===== src/rtl/bfpPkg.sv =====
package bfpPkg;

	// sample format
	localparam int sampleWidth = 16;

	// samples per block, fixed, no partial blocks
	localparam int blockLen = 8;

	localparam int idxWidth = $clog2(blockLen); // buffer index, 3 bits

	// sign count / exponent, 0..15
	localparam int expWidth = 4;

	// signed fixed-point word
	typedef logic signed [sampleWidth-1:0] sample_t;

	// one output beat, 21 bits
	typedef struct packed {
		sample_t mantissa;              // normalized sample
		logic [expWidth-1:0] exponent;  // block exponent
		logic last;                     // eighth beat of the block
	} bfpBeat_t;

endpackage

===== src/rtl/bfpNormalizer.sv =====
`timescale 1ns/1ps

module bfpNormalizer #(
	parameter int speed = 1 // prefix structure in the sign detector
) (
	input  logic clk,
	input  logic rstN,
	input  logic inValid,
	input  bfpPkg::sample_t inSample,
	output logic inReady,
	output logic outValid,
	input  logic outReady,
	output bfpPkg::bfpBeat_t outBeat
);

	import bfpPkg::*;

	logic [sampleWidth-1:0] oneHot;
	logic [expWidth-1:0] signCount; // of the incoming sample
	logic [expWidth-1:0] blockExp;
	logic [idxWidth-1:0] idx;       // fill and drain share it
	logic atLast;
	logic wrEn;
	logic first;
	logic inc;
	logic load;
	logic drainDone;
	sample_t rdData;

	// final beat of the block leaves
	assign drainDone = outValid & outReady & outBeat.last;

	leadSignDet #(
		.speed(speed)
	) uLsd (
		.sample(inSample),
		.oneHot(oneHot)
	);

	signEncode uEnc (
		.oneHot(oneHot),
		.signCount(signCount)
	);

	blockBuffer uBuf (
		.clk(clk),
		.rstN(rstN),
		.wrEn(wrEn),
		.first(first),
		.wrIdx(idx),
		.wrData(inSample),
		.signCount(signCount),
		.rdIdx(idx),
		.rdData(rdData),
		.blockExp(blockExp)
	);

	blockCounter uCnt (
		.clk(clk),
		.rstN(rstN),
		.inc(inc),
		.idx(idx),
		.atLast(atLast)
	);

	bfpControl uCtrl (
		.clk(clk),
		.rstN(rstN),
		.inValid(inValid),
		.outReady(outReady),
		.atLast(atLast),
		.outValid(outValid),
		.idx(idx),
		.inReady(inReady),
		.wrEn(wrEn),
		.first(first),
		.inc(inc),
		.load(load)
	);

	normShifter uShift (
		.clk(clk),
		.rstN(rstN),
		.load(load),
		.sample(rdData),
		.blockExp(blockExp),
		.isLast(atLast),
		.drainDone(drainDone),
		.outValid(outValid),
		.outBeat(outBeat)
	);

endmodule


===== src/rtl/normShifter.sv =====
`timescale 1ns/1ps

module normShifter (
	input  logic clk,
	input  logic rstN,
	input  logic load,                            // capture next beat
	input  bfpPkg::sample_t sample,               // from buffer read port
	input  logic [bfpPkg::expWidth-1:0] blockExp,
	input  logic isLast,                          // sample is slot 7
	input  logic drainDone,                       // last beat accepted
	output logic outValid,
	output bfpPkg::bfpBeat_t outBeat
);

	import bfpPkg::*;

	sample_t shifted;

	// redundant sign bits drop off the top as zeros shift in
	assign shifted = sample << blockExp;

	// beat payload held while stalled
	always_ff @(posedge clk) begin
		if (load) begin
			outBeat.mantissa <= shifted;
			outBeat.exponent <= blockExp;
			outBeat.last <= isLast;
		end
	end

	always_ff @(posedge clk) begin
		if (!rstN)
			outValid <= 1'b0;
		else if (load)
			outValid <= 1'b1;
		else if (drainDone)
			outValid <= 1'b0; // block finished
	end

endmodule


===== src/rtl/bfpControl.sv =====
`timescale 1ns/1ps

module bfpControl (
	input  logic clk,
	input  logic rstN,
	input  logic inValid,
	input  logic outReady,
	input  logic atLast,                     // counter at slot 7
	input  logic outValid,                   // beat pending in shifter
	input  logic [bfpPkg::idxWidth-1:0] idx,
	output logic inReady,
	output logic wrEn,                       // store sample
	output logic first,                      // restart minimum
	output logic inc,                        // advance counter
	output logic load                        // register next beat
);

	typedef enum logic [1:0] {
		sIdle,  // one cycle after reset
		sFill,
		sDrain
	} ctrlState_t;

	ctrlState_t state;
	logic outXfer;   // beat accepted downstream
	logic lastBeat;  // pending beat closes the block

	assign inReady = (state == sFill);
	assign wrEn = inReady & inValid;
	assign first = inReady & (idx == '0);

	// after slot 7 is loaded the counter has wrapped to 0
	assign outXfer = outValid & outReady;
	assign lastBeat = outValid & (idx == '0);

	// load on drain entry, then on every transfer except the last
	assign load = (state == sDrain) & (~outValid | (outXfer & ~lastBeat));
	assign inc = wrEn | load;

	always_ff @(posedge clk) begin
		if (!rstN) begin
			state <= sIdle;
		end else begin
			case (state)
				sIdle: state <= sFill;
				sFill: begin
					if (wrEn && atLast)
						state <= sDrain; // block full, minimum final
				end
				sDrain: begin
					if (outXfer && lastBeat)
						state <= sFill;
				end
				default: state <= sIdle;
			endcase
		end
	end

endmodule


===== src/rtl/blockCounter.sv =====
`timescale 1ns/1ps

module blockCounter (
	input  logic clk,
	input  logic rstN,
	input  logic inc,                        // step to next sample
	output logic [bfpPkg::idxWidth-1:0] idx, // shared fill/drain index
	output logic atLast                      // idx is the final slot
);

	import bfpPkg::*;

	assign atLast = (idx == idxWidth'(blockLen - 1));

	always_ff @(posedge clk) begin
		if (!rstN) begin
			idx <= '0;
		end else if (inc) begin
			if (atLast)
				idx <= '0; // wrap for the next phase
			else
				idx <= idx + 1'b1;
		end
	end

endmodule


===== src/rtl/blockBuffer.sv =====
`timescale 1ns/1ps

module blockBuffer (
	input  logic clk,
	input  logic rstN,
	input  logic wrEn,                             // input transfer
	input  logic first,                            // write opens a new block
	input  logic [bfpPkg::idxWidth-1:0] wrIdx,
	input  bfpPkg::sample_t wrData,
	input  logic [bfpPkg::expWidth-1:0] signCount, // of wrData
	input  logic [bfpPkg::idxWidth-1:0] rdIdx,
	output bfpPkg::sample_t rdData,
	output logic [bfpPkg::expWidth-1:0] blockExp   // min sign count so far
);

	import bfpPkg::*;

	sample_t mem [blockLen]; // sample store
	logic [expWidth-1:0] minCount;

	always_ff @(posedge clk) begin
		if (wrEn)
			mem[wrIdx] <= wrData;
	end

	// running minimum, restarted by the first write of a block
	always_ff @(posedge clk) begin
		if (!rstN) begin
			minCount <= '1;
		end else if (wrEn) begin
			if (first || (signCount < minCount))
				minCount <= signCount;
		end
	end

	assign rdData = mem[rdIdx]; // async read for the shifter
	assign blockExp = minCount;

endmodule


===== src/rtl/signEncode.sv =====
`timescale 1ns/1ps

module signEncode (
	input  logic [bfpPkg::sampleWidth-1:0] oneHot, // from leadSignDet
	output logic [bfpPkg::expWidth-1:0] signCount  // redundant sign bits
);

	import bfpPkg::*;

	logic [expWidth-1:0] pos; // binary position of the set bit
	logic anyDiff;            // low when sample is 0 or -1

	// each index bit is the or of every code bit whose position has it set
	always_comb begin
		pos = '0;
		for (int i = 0; i < sampleWidth; i++) begin
			for (int b = 0; b < expWidth; b++) begin
				if (i[b])
					pos[b] = pos[b] | oneHot[i];
			end
		end
	end

	assign anyDiff = |oneHot;

	// count = sampleWidth-2-pos, all sign bits gives 15
	assign signCount = anyDiff ? expWidth'(sampleWidth - 2) - pos : '1;

endmodule


===== src/rtl/leadSignDet.sv =====
`timescale 1ns/1ps

module leadSignDet #(
	parameter int speed = 1 // prefix structure select
) (
	input  bfpPkg::sample_t sample,                    // operand
	output logic [bfpPkg::sampleWidth-1:0] oneHot      // first bit differing from sign
);

	import bfpPkg::*;

	localparam int w = sampleWidth;

	logic sign;
	logic [w-2:0] propIn;    // bit equals sign
	logic [w-2:0] propInRev; // msb side first
	logic [w-2:0] propOutRev;
	logic [w-2:0] propOut;   // all bits from msb-1 down to here equal sign

	assign sign = sample[w-1];

	for (genvar i = 0; i <= w - 2; i++) begin : prop
		assign propIn[i] = ~(sign ^ sample[i]);
		assign propInRev[i] = propIn[w-2-i]; // reverse so prefix runs from the top
		assign propOut[i] = propOutRev[w-2-i];
	end

	prefixAnd #(
		.width(w - 1),
		.speed(speed)
	) uPrefix (
		.PI(propInRev),
		.PO(propOutRev)
	);

	// msb never marked, bit below it needs no prefix
	assign oneHot[w-1] = 1'b0;
	assign oneHot[w-2] = sign ^ sample[w-2];
	for (genvar i = 0; i <= w - 3; i++) begin : code
		assign oneHot[i] = propOut[i+1] & (sign ^ sample[i]); // first mismatch only
	end

endmodule


===== src/rtl/prefixAnd.sv =====
`timescale 1ns/1ps

module prefixAnd #(
	parameter int width = 8, // prefix problem width
	parameter int speed = 1  // 0 serial, 1 brent-kung, 2 sklansky
) (
	input  logic [width-1:0] PI, // propagate in
	output logic [width-1:0] PO  // and of all bits at or below
);

	localparam int depth = $clog2(width); // tree depth

	if (speed == 2) begin : sklansky
		// one row per level, row 0 is the input
		logic [width-1:0] pt [0:depth];

		assign pt[0] = PI;
		for (genvar l = 1; l <= depth; l++) begin : levels
			for (genvar i = 0; i < width; i++) begin : bits
				// upper half of each 2**l group takes the top of the lower half
				if (((i >> (l - 1)) & 1) == 1) begin : black
					assign pt[l][i] = pt[l-1][i] & pt[l-1][((i >> (l - 1)) << (l - 1)) - 1];
				end else begin : white
					assign pt[l][i] = pt[l-1][i];
				end
			end
		end
		assign PO = pt[depth];
	end else if (speed == 1) begin : brentKung
		// up-sweep rows 1..depth, down-sweep rows depth+1..2*depth-1
		logic [width-1:0] pt [0:2*depth-1];

		assign pt[0] = PI;

		// up-sweep, combine at the top bit of each 2**l group
		for (genvar l = 1; l <= depth; l++) begin : upLevels
			for (genvar i = 0; i < width; i++) begin : bits
				if (((i + 1) % (2 ** l)) == 0) begin : black
					assign pt[l][i] = pt[l-1][i] & pt[l-1][i - 2 ** (l - 1)];
				end else begin : white
					assign pt[l][i] = pt[l-1][i];
				end
			end
		end

		// down-sweep, fill the middle of each group, span halves per level
		for (genvar l = depth + 1; l <= 2 * depth - 1; l++) begin : downLevels
			localparam int span = 2 ** (2 * depth - 1 - l);
			for (genvar i = 0; i < width; i++) begin : bits
				if ((((i + 1) % (2 * span)) == span) && (i >= 2 * span)) begin : black
					assign pt[l][i] = pt[l-1][i] & pt[l-1][i - span];
				end else begin : white
					assign pt[l][i] = pt[l-1][i];
				end
			end
		end
		assign PO = pt[2*depth-1];
	end else begin : serial
		logic [width-1:0] pt; // ripple chain

		assign pt[0] = PI[0];
		for (genvar i = 1; i < width; i++) begin : bits
			assign pt[i] = PI[i] & pt[i-1];
		end
		assign PO = pt;
	end

endmodule


===== config.mk =====
export PLATFORM = sky130hd
export DESIGN_NAME = bfpNormalizer
export DESIGN_NICKNAME = d
export VERILOG_FILES = /design/src/rtl/bfpPkg.sv /design/src/rtl/bfpNormalizer.sv /design/src/rtl/normShifter.sv /design/src/rtl/bfpControl.sv /design/src/rtl/blockCounter.sv /design/src/rtl/blockBuffer.sv /design/src/rtl/signEncode.sv /design/src/rtl/leadSignDet.sv /design/src/rtl/prefixAnd.sv
export SDC_FILE = /design/constraint.sdc
export NUM_CORES = 1
export LEC_CHECK = 0
export BUFFER_PORTS_ARGS = -buffer_cell sky130_fd_sc_hd__clkbuf_2
export CORE_MARGIN = 5
export CORE_UTILIZATION = 35
export DETAILED_ROUTE_END_ITERATION = 8
export GPL_TIMING_DRIVEN = 0
export MAX_ROUTING_LAYER = met4
export PLACE_DENSITY_LB_ADDON = 0.08
export SETUP_SLACK_MARGIN = 0.05
export SYNTH_ARGS = -nofsm -noshare
export SYNTH_HDL_FRONTEND = slang
export SYNTH_SLANG_ARGS = --single-unit

===== constraint.sdc =====
create_clock -name clk -period 10 [get_ports clk]
set_input_delay 2.5 -clock clk [delete_from_list [all_inputs] [get_ports clk]]
set_output_delay 2.5 -clock clk [all_outputs]
set_load 0.03 [all_outputs]

* Yosys cells after proc, flatten, opt, wreduce, memory -nomap -nowiden
Memory sizes are Yosys's and may differ from the RTL's. A register that Yosys moved wholly into a read port is not among the register bits. Index checks and enable logic that the tools add are counted.
Word-level totals: logic and storage cells 136, bits in registers 31, output and inout bits 23, memories kept 1, input port bits 20, memory bits (writable) 128
Cells by class: $lt $le $gt $ge 1, bitwise operators 99, $add $sub $neg 2, eq/ne operators 5, shifts and indexed selects 1, reduce and logical (&&, ||, !) cells 9, multiplexer cells 11
Memories:
- uBuf.mem | words 8, width 16, rd ports 1, clocked after Yosys merged registers in 1, write ports 1, line blockBuffer.sv:18 | sample_t mem [blockLen];
Operators by type and width (number):
- 1-bit AND | 42
- 1-bit OR | 26
- 1-bit NOT | 16
- 16-bit by 4-bit left shift with 16-bit output | 1
- 15-bit OR reduction | 1
- 1-bit XOR | 15
- 3-bit 2-to-1 mux | 3
- 2-bit case mux with 3 select lines | 1
- 4-bit less-than comparator | 1
- 1-bit 2-to-1 mux | 4
- 2-bit 2-to-1 mux | 2
- 4-bit 2-to-1 mux | 1
- 2-bit inequality test, second input constant | 2
- 2-bit AND reduction | 2
- 4-bit subtractor, first input constant | 1
- 3-bit by 1-bit adder with 3-bit output, second input constant | 1
- 3-bit equality test, second input constant | 1
- 3-bit zero test | 1
- 2-bit by 1-bit equality test with 1-bit output, second input constant | 1
- 2-bit equality test, second input constant | 1
- 1-bit logical AND | 2
- 2-bit zero test | 1
- 2-bit nonzero test | 1
- 1-bit logical OR | 1

* Logic depth before layout (Yosys ltp)
depth in word-level cells 19, gate-level depth with buffers 17, gate-level depth less buffers 16

* By module
Synthesis repeated with hierarchy kept, for this count alone.
Second synthesis, totals: cells, all modules 444, area, all modules 7589.8 um^2
Modules (own cells, without submodules):
- blockBuffer | cells an instance 224, times used 1, sequential area each 3923.8 um^2, area an instance 5206.2 um^2
- normShifter | cells an instance 107, times used 1, sequential area each 650.6 um^2, area an instance 1471.4 um^2
- leadSignDet | cells an instance 34, times used 1, sequential area each 0.0 um^2, area an instance 287.8 um^2
- prefixAnd | cells an instance 27, times used 1, sequential area each 0.0 um^2, area an instance 202.7 um^2
- blockCounter | cells an instance 12, times used 1, sequential area each 60.1 um^2, area an instance 143.9 um^2
- bfpControl | cells an instance 18, times used 1, sequential area each 40.0 um^2, area an instance 137.6 um^2
- signEncode | cells an instance 21, times used 1, sequential area each 0.0 um^2, area an instance 133.9 um^2
- bfpNormalizer | cells an instance 1, times used 1, sequential area each 0.0 um^2, area an instance 6.3 um^2

* Least setup slack after synthesis
Ideal clock, no wire load.
path kind input-to-reg, start point in inSample[15], end point reg uBuf.minCount[2], in the netlist uBuf.blockExp[2], required time 9878 ps, path buffers 0, library setup time 122 ps, data arrival time 5149 ps, stages 16, setup slack 4729 ps, cells stage by stage or4_1 o22ai_1 o21a_1 o21ai_0 o21ai_0 ha_1 a21oi_1 a31oi_1 ha_1 a21o_1 a21oi_1 o21a_1 and3_1 nand3_1 a21oi_1 o21ai_0
Between the ends: cells in the longest elaborated chain, start to end 19, elaborated cells between the ends (all ways) 94, those cells by class 1 x add/sub; 1 x order compare; 1 x mux; 88 x bitwise; 3 x reduce/logical
RTL lines:
- start, declared | line bfpNormalizer.sv:9 | input bfpPkg::sample_t inSample,
- 1-bit XOR, on equally long branches | line leadSignDet.sv:23, leadSignDet.sv:40, leadSignDet.sv:38
- 1-bit NOT | line leadSignDet.sv:23 | assign propIn[i] = ~(sign ^ sample[i]);
- 1-bit AND (3 in a row) | line prefixAnd.sv:39 | assign pt[l][i] = pt[l-1][i] & pt[l-1][i - 2 ** (l - 1)];
- 1-bit AND (2 in a row) | line prefixAnd.sv:51 | assign pt[l][i] = pt[l-1][i] & pt[l-1][i - span];
- 1-bit AND | line leadSignDet.sv:40 | assign oneHot[i] = propOut[i+1] & (sign ^ sample[i]);
- 1-bit OR (6 in a row) | line signEncode.sv:19 | pos[b] = pos[b] | oneHot[i];
- 4-bit subtractor | line signEncode.sv:27 | assign signCount = anyDiff ? expWidth'(sampleWidth - 2) - pos : '1;
- 4-bit 2-to-1 mux * | line signEncode.sv:27
- via signCount[2] | line bfpNormalizer.sv:19 | logic [expWidth-1:0] signCount;
- 4-bit less-than comparator | line blockBuffer.sv:31 | if (first || (signCount < minCount))
- 1-bit logical OR | line blockBuffer.sv:31
- 2-bit AND reduction (no source line)
- end signal, assigned | line blockBuffer.sv:32 | minCount <= signCount;
- end, declared | line blockBuffer.sv:19 | logic [expWidth-1:0] minCount;
The timed path passes the listed nets; every way through them passes the cells marked *. A chain may end at the register's enable or synchronous reset.

* Worst setup path in the final report
start point in inSample[7], end point reg uBuf.minCount[2], in the netlist uBuf.blockExp[2]
Between the ends: cells in the longest elaborated chain, start to end 19, elaborated cells between the ends (all ways) 43, those cells by class 1 x add/sub; 1 x order compare; 1 x mux; 37 x bitwise; 3 x reduce/logical
RTL lines (line):
- 1-bit XOR * | leadSignDet.sv:23, leadSignDet.sv:40
- 1-bit NOT | leadSignDet.sv:23
- 1-bit AND (3 in a row) | prefixAnd.sv:39
- 1-bit AND (2 in a row) | prefixAnd.sv:51
- 1-bit AND | leadSignDet.sv:40
- 1-bit OR (6 in a row) | signEncode.sv:19
- 4-bit subtractor | signEncode.sv:27
- 4-bit 2-to-1 mux * | signEncode.sv:27
- via signCount[2] | bfpNormalizer.sv:19
- 4-bit less-than comparator | blockBuffer.sv:31
- 1-bit logical OR | blockBuffer.sv:31
- 2-bit AND reduction (no source line)
Marks and branches as above.

==> metrics <==
Storage cell area 4730 µm²; # nets final 549; Antenna Cells 0; area of the multi-input gates 2260 µm²; clock root buffer clkbuf_16; PortBufs 42; CP max FO 9; Clock transition at path regs roughly 0.060 ns; post-route ant nets 0; R2R depth 8; largest net degree at the start of global routing 21; cell depth of the worst min-delay path 0; hpwl dp 11.6 mm; Arrival @ worst endpoint 6.43 ns; First-pass DRT Iterations 6; synthesized net count 475; Mapped Cells 448; setup repair after global routing missed its margin no; fin worst setup slack 3.87 ns; post-synth top area cell edfxtp_1; Post-synth top cells 149 x edfxtp_1, 30 x nand2_1, 25 x nor2_1, 22 x mux4_2; Yosys cell types 54; Syn Area/Cell 16.0 µm²; # hold bufs at CTS 0; Worst IR Drop VDD 0.000110 V; initial antenna violation count 0; GRT overflow 0; Iteration-0 DRC Markers 178; min Tclk post-route 6.13 ns; core area between 20,000 and 25,000 µm²; actual slew at the worst max-slew pin between 0.9 and 1 ns; Top FF cell, synth edfxtp_1; area of the die 23,400 µm²; Worst Setup End Kind flop; Slew HR 36.3%; Yosys top cell area share 62.6%; Worst-Skew Late Latency between 0.4 and 0.5 ns; final count of hold timing violations 0; Layout area overhead 17.9%; drt via density between 5 and 6; Warnings, synthesis 0; Core Rows 52; Hold Crit Class flop to flop; per-cell routed wire length 20.0 µm; routed wire length 16.1 mm; global-route wire length before repair 24.9 mm; Synth area leaders edfxtp_1 63%, mux4_2 6.9%, mux4_1 3.7%; Max Fclk about 160 MHz; CP Launch Type input port; TNS Setup 0 ns; Initial Util between 30% and 40%; post-CTS setup buffers 0; Vias 4,143; DIE HEIGHT 153 µm; GP Congestion 0.785; clock buffer count from CTS 17; status complete, no violations; clock tree buffer depth 2; final setup fails 0; GR Util All Layers approximately 14%; final worst path period share 61.3%; TritonCTS clock tree built; Slew Limit Fails 0; count leader, synth edfxtp_1; Pleak 2.87 nW; vias in the first global route 4,191; pwr dens ~180 nW/µm²; CTS Sinks 162; critical path class input port to flop; fraction of registers with async set/reset 0%; Netlist Area Pre-Place 7150 µm²; # fillers 1,875; skew final 0.00667 ns; Max Cap Viol 0; sequential share of the synthesized area 66.2%; DRC Markers 0; IO Count 43; H-Tree Depth 4; layout cells sized above 1 27.1%; dpl ws 3.61 ns; synthesis-stage register bit count 162; Crit path required time 10.30 ns; Die W 153 µm; post-cts sizing count 0; number of synthesized flops with an enable pin approximately 150
## critical path, stage by stage
cell and delay [ns]:
clkbuf_2 0.19, clkbuf_1 0.37, nor4_1 0.14, a2bb2o_1 0.30, a21boi_0 0.14, o21ai_0 0.47, nand2_1 0.23, ha_1 0.26
a31oi_1 0.38, ha_1 0.34, a21o_1 0.18, a21oi_1 0.15, o21a_1 0.19, and3_1 0.18, nand3_1 0.13, a21oi_1 0.19
o21ai_0 0.10
## layout make-up
class,count,share of cell area (%)
plain buffers,20,1.90
clock buffers,18,5.09
clock inverters,14,1.36
inverters,10,0.445
multi-input cells,256,26.8
flip-flops and latches,162,56.1
well taps,270,4.01
repair buffers,55,4.27
## where the power goes
| group | switching (W) | total [W] | internal [W] |
|---|---|---|---|
| Combinational | 0.0000765 | 0.000129 | 0.0000524 |
| Clock | 0.000262 | 0.000602 | 0.000340 |
| Sequential | 0.00000326 | 0.000751 | 0.000748 |
| Total | 0.000342 | 0.00148 | 0.00114 |
## logic make-up (layout without fill, tap and decap cells)
| group | count (synthesis) | after routing | share of synthesized area [%] |
|---|---|---|---|
| and+or+nand+nor | 105 | 105 | 7.03 |
| AOI/OAI and AO/OA | 76 | 76 | 6.84 |
| DFF | 162 | 162 | 66.2 |
| buffers and inverters | 30 | 117 | 2.76 |
| adders and majority gates | 7 | 7 | 1.22 |
| muxes | 68 | 68 | 16.0 |
## metal layers
layer | wire length (µm) | global-route usage (%) | up-vias | part of all wire, %
li1 | - | - | 1942 | -
met1 | 7830 | 19.1 | 2095 | 49
met2 | 7620 | 22.6 | 94 | 47
met3 | 523 | 3.31 | 12 | 3.2
met4 | 152 | 3.69 | 0 | 0.94
met5 | 0 | - | - | 0
## worst paths after layout
path	start	endpoint	slack, ns
setup reg to reg	flop	uShift.outBeat[14]$_DFFE_PP_	7.03
setup / recovery	inSample[7]	uBuf.blockExp[2]$_SDFFE_PN1P_	3.87
hold reg to reg	uBuf.blockExp[1]$_SDFFE_PN1P_	uShift.outBeat[2]$_DFFE_PP_	0.44
hold / removal	uBuf.blockExp[1]$_SDFFE_PN1P_	uShift.outBeat[2]$_DFFE_PP_	0.44
## cell usage in the layout (no fill, tap or decap), drive strengths merged, types with 2 or more instances in the layout
cell and n:
nand3 8, or3 4, nand2b 3, o211ai 3
nor3 14, nand2 30, buf 23, o22ai 7
and3 4, clkbuf 69, a22oi 2, dfxtp 13
o21bai 2, mux2 15, ha 7, a2bb2oi 2
edfxtp 149, a21boi 4, a211oi 2, o21ai 21
and2 3, a21oi 18, nand4 2, a21o 3
mux4 32, nor2b 4, clkinvlp 5, nor2 25
a31oi 3, clkinv 8, nor4 2, a221o 2
inv 10, mux2i 21, o21a 3
## per-stage QoR
step           total power, W  cells  instance area (µm²)  hold slack (ns)  util (%)
3_5_place_dp         0.000895    773                 7890            0.426      39.1
6_report              0.00148    805                 8430            0.442      41.8
2_1_floorplan        0.000850    448                 7150            0.408         -
5_1_grt               0.00154    805                 8430            0.468      41.8
3_3_place_gp         0.000892    760                 7700            0.421      38.2
4_1_cts               0.00150    805                 8430            0.446      41.8
## sequential cells by signal, summed over array words and instances, names as in the netlist, named ones only
register	flops
uCtrl.state	2
uCnt.idx	3
uShift.outBeat	21
uBuf.mem	128
uShift.outValid	1
uBuf.blockExp	4
(Power assumes the default switching activity.)
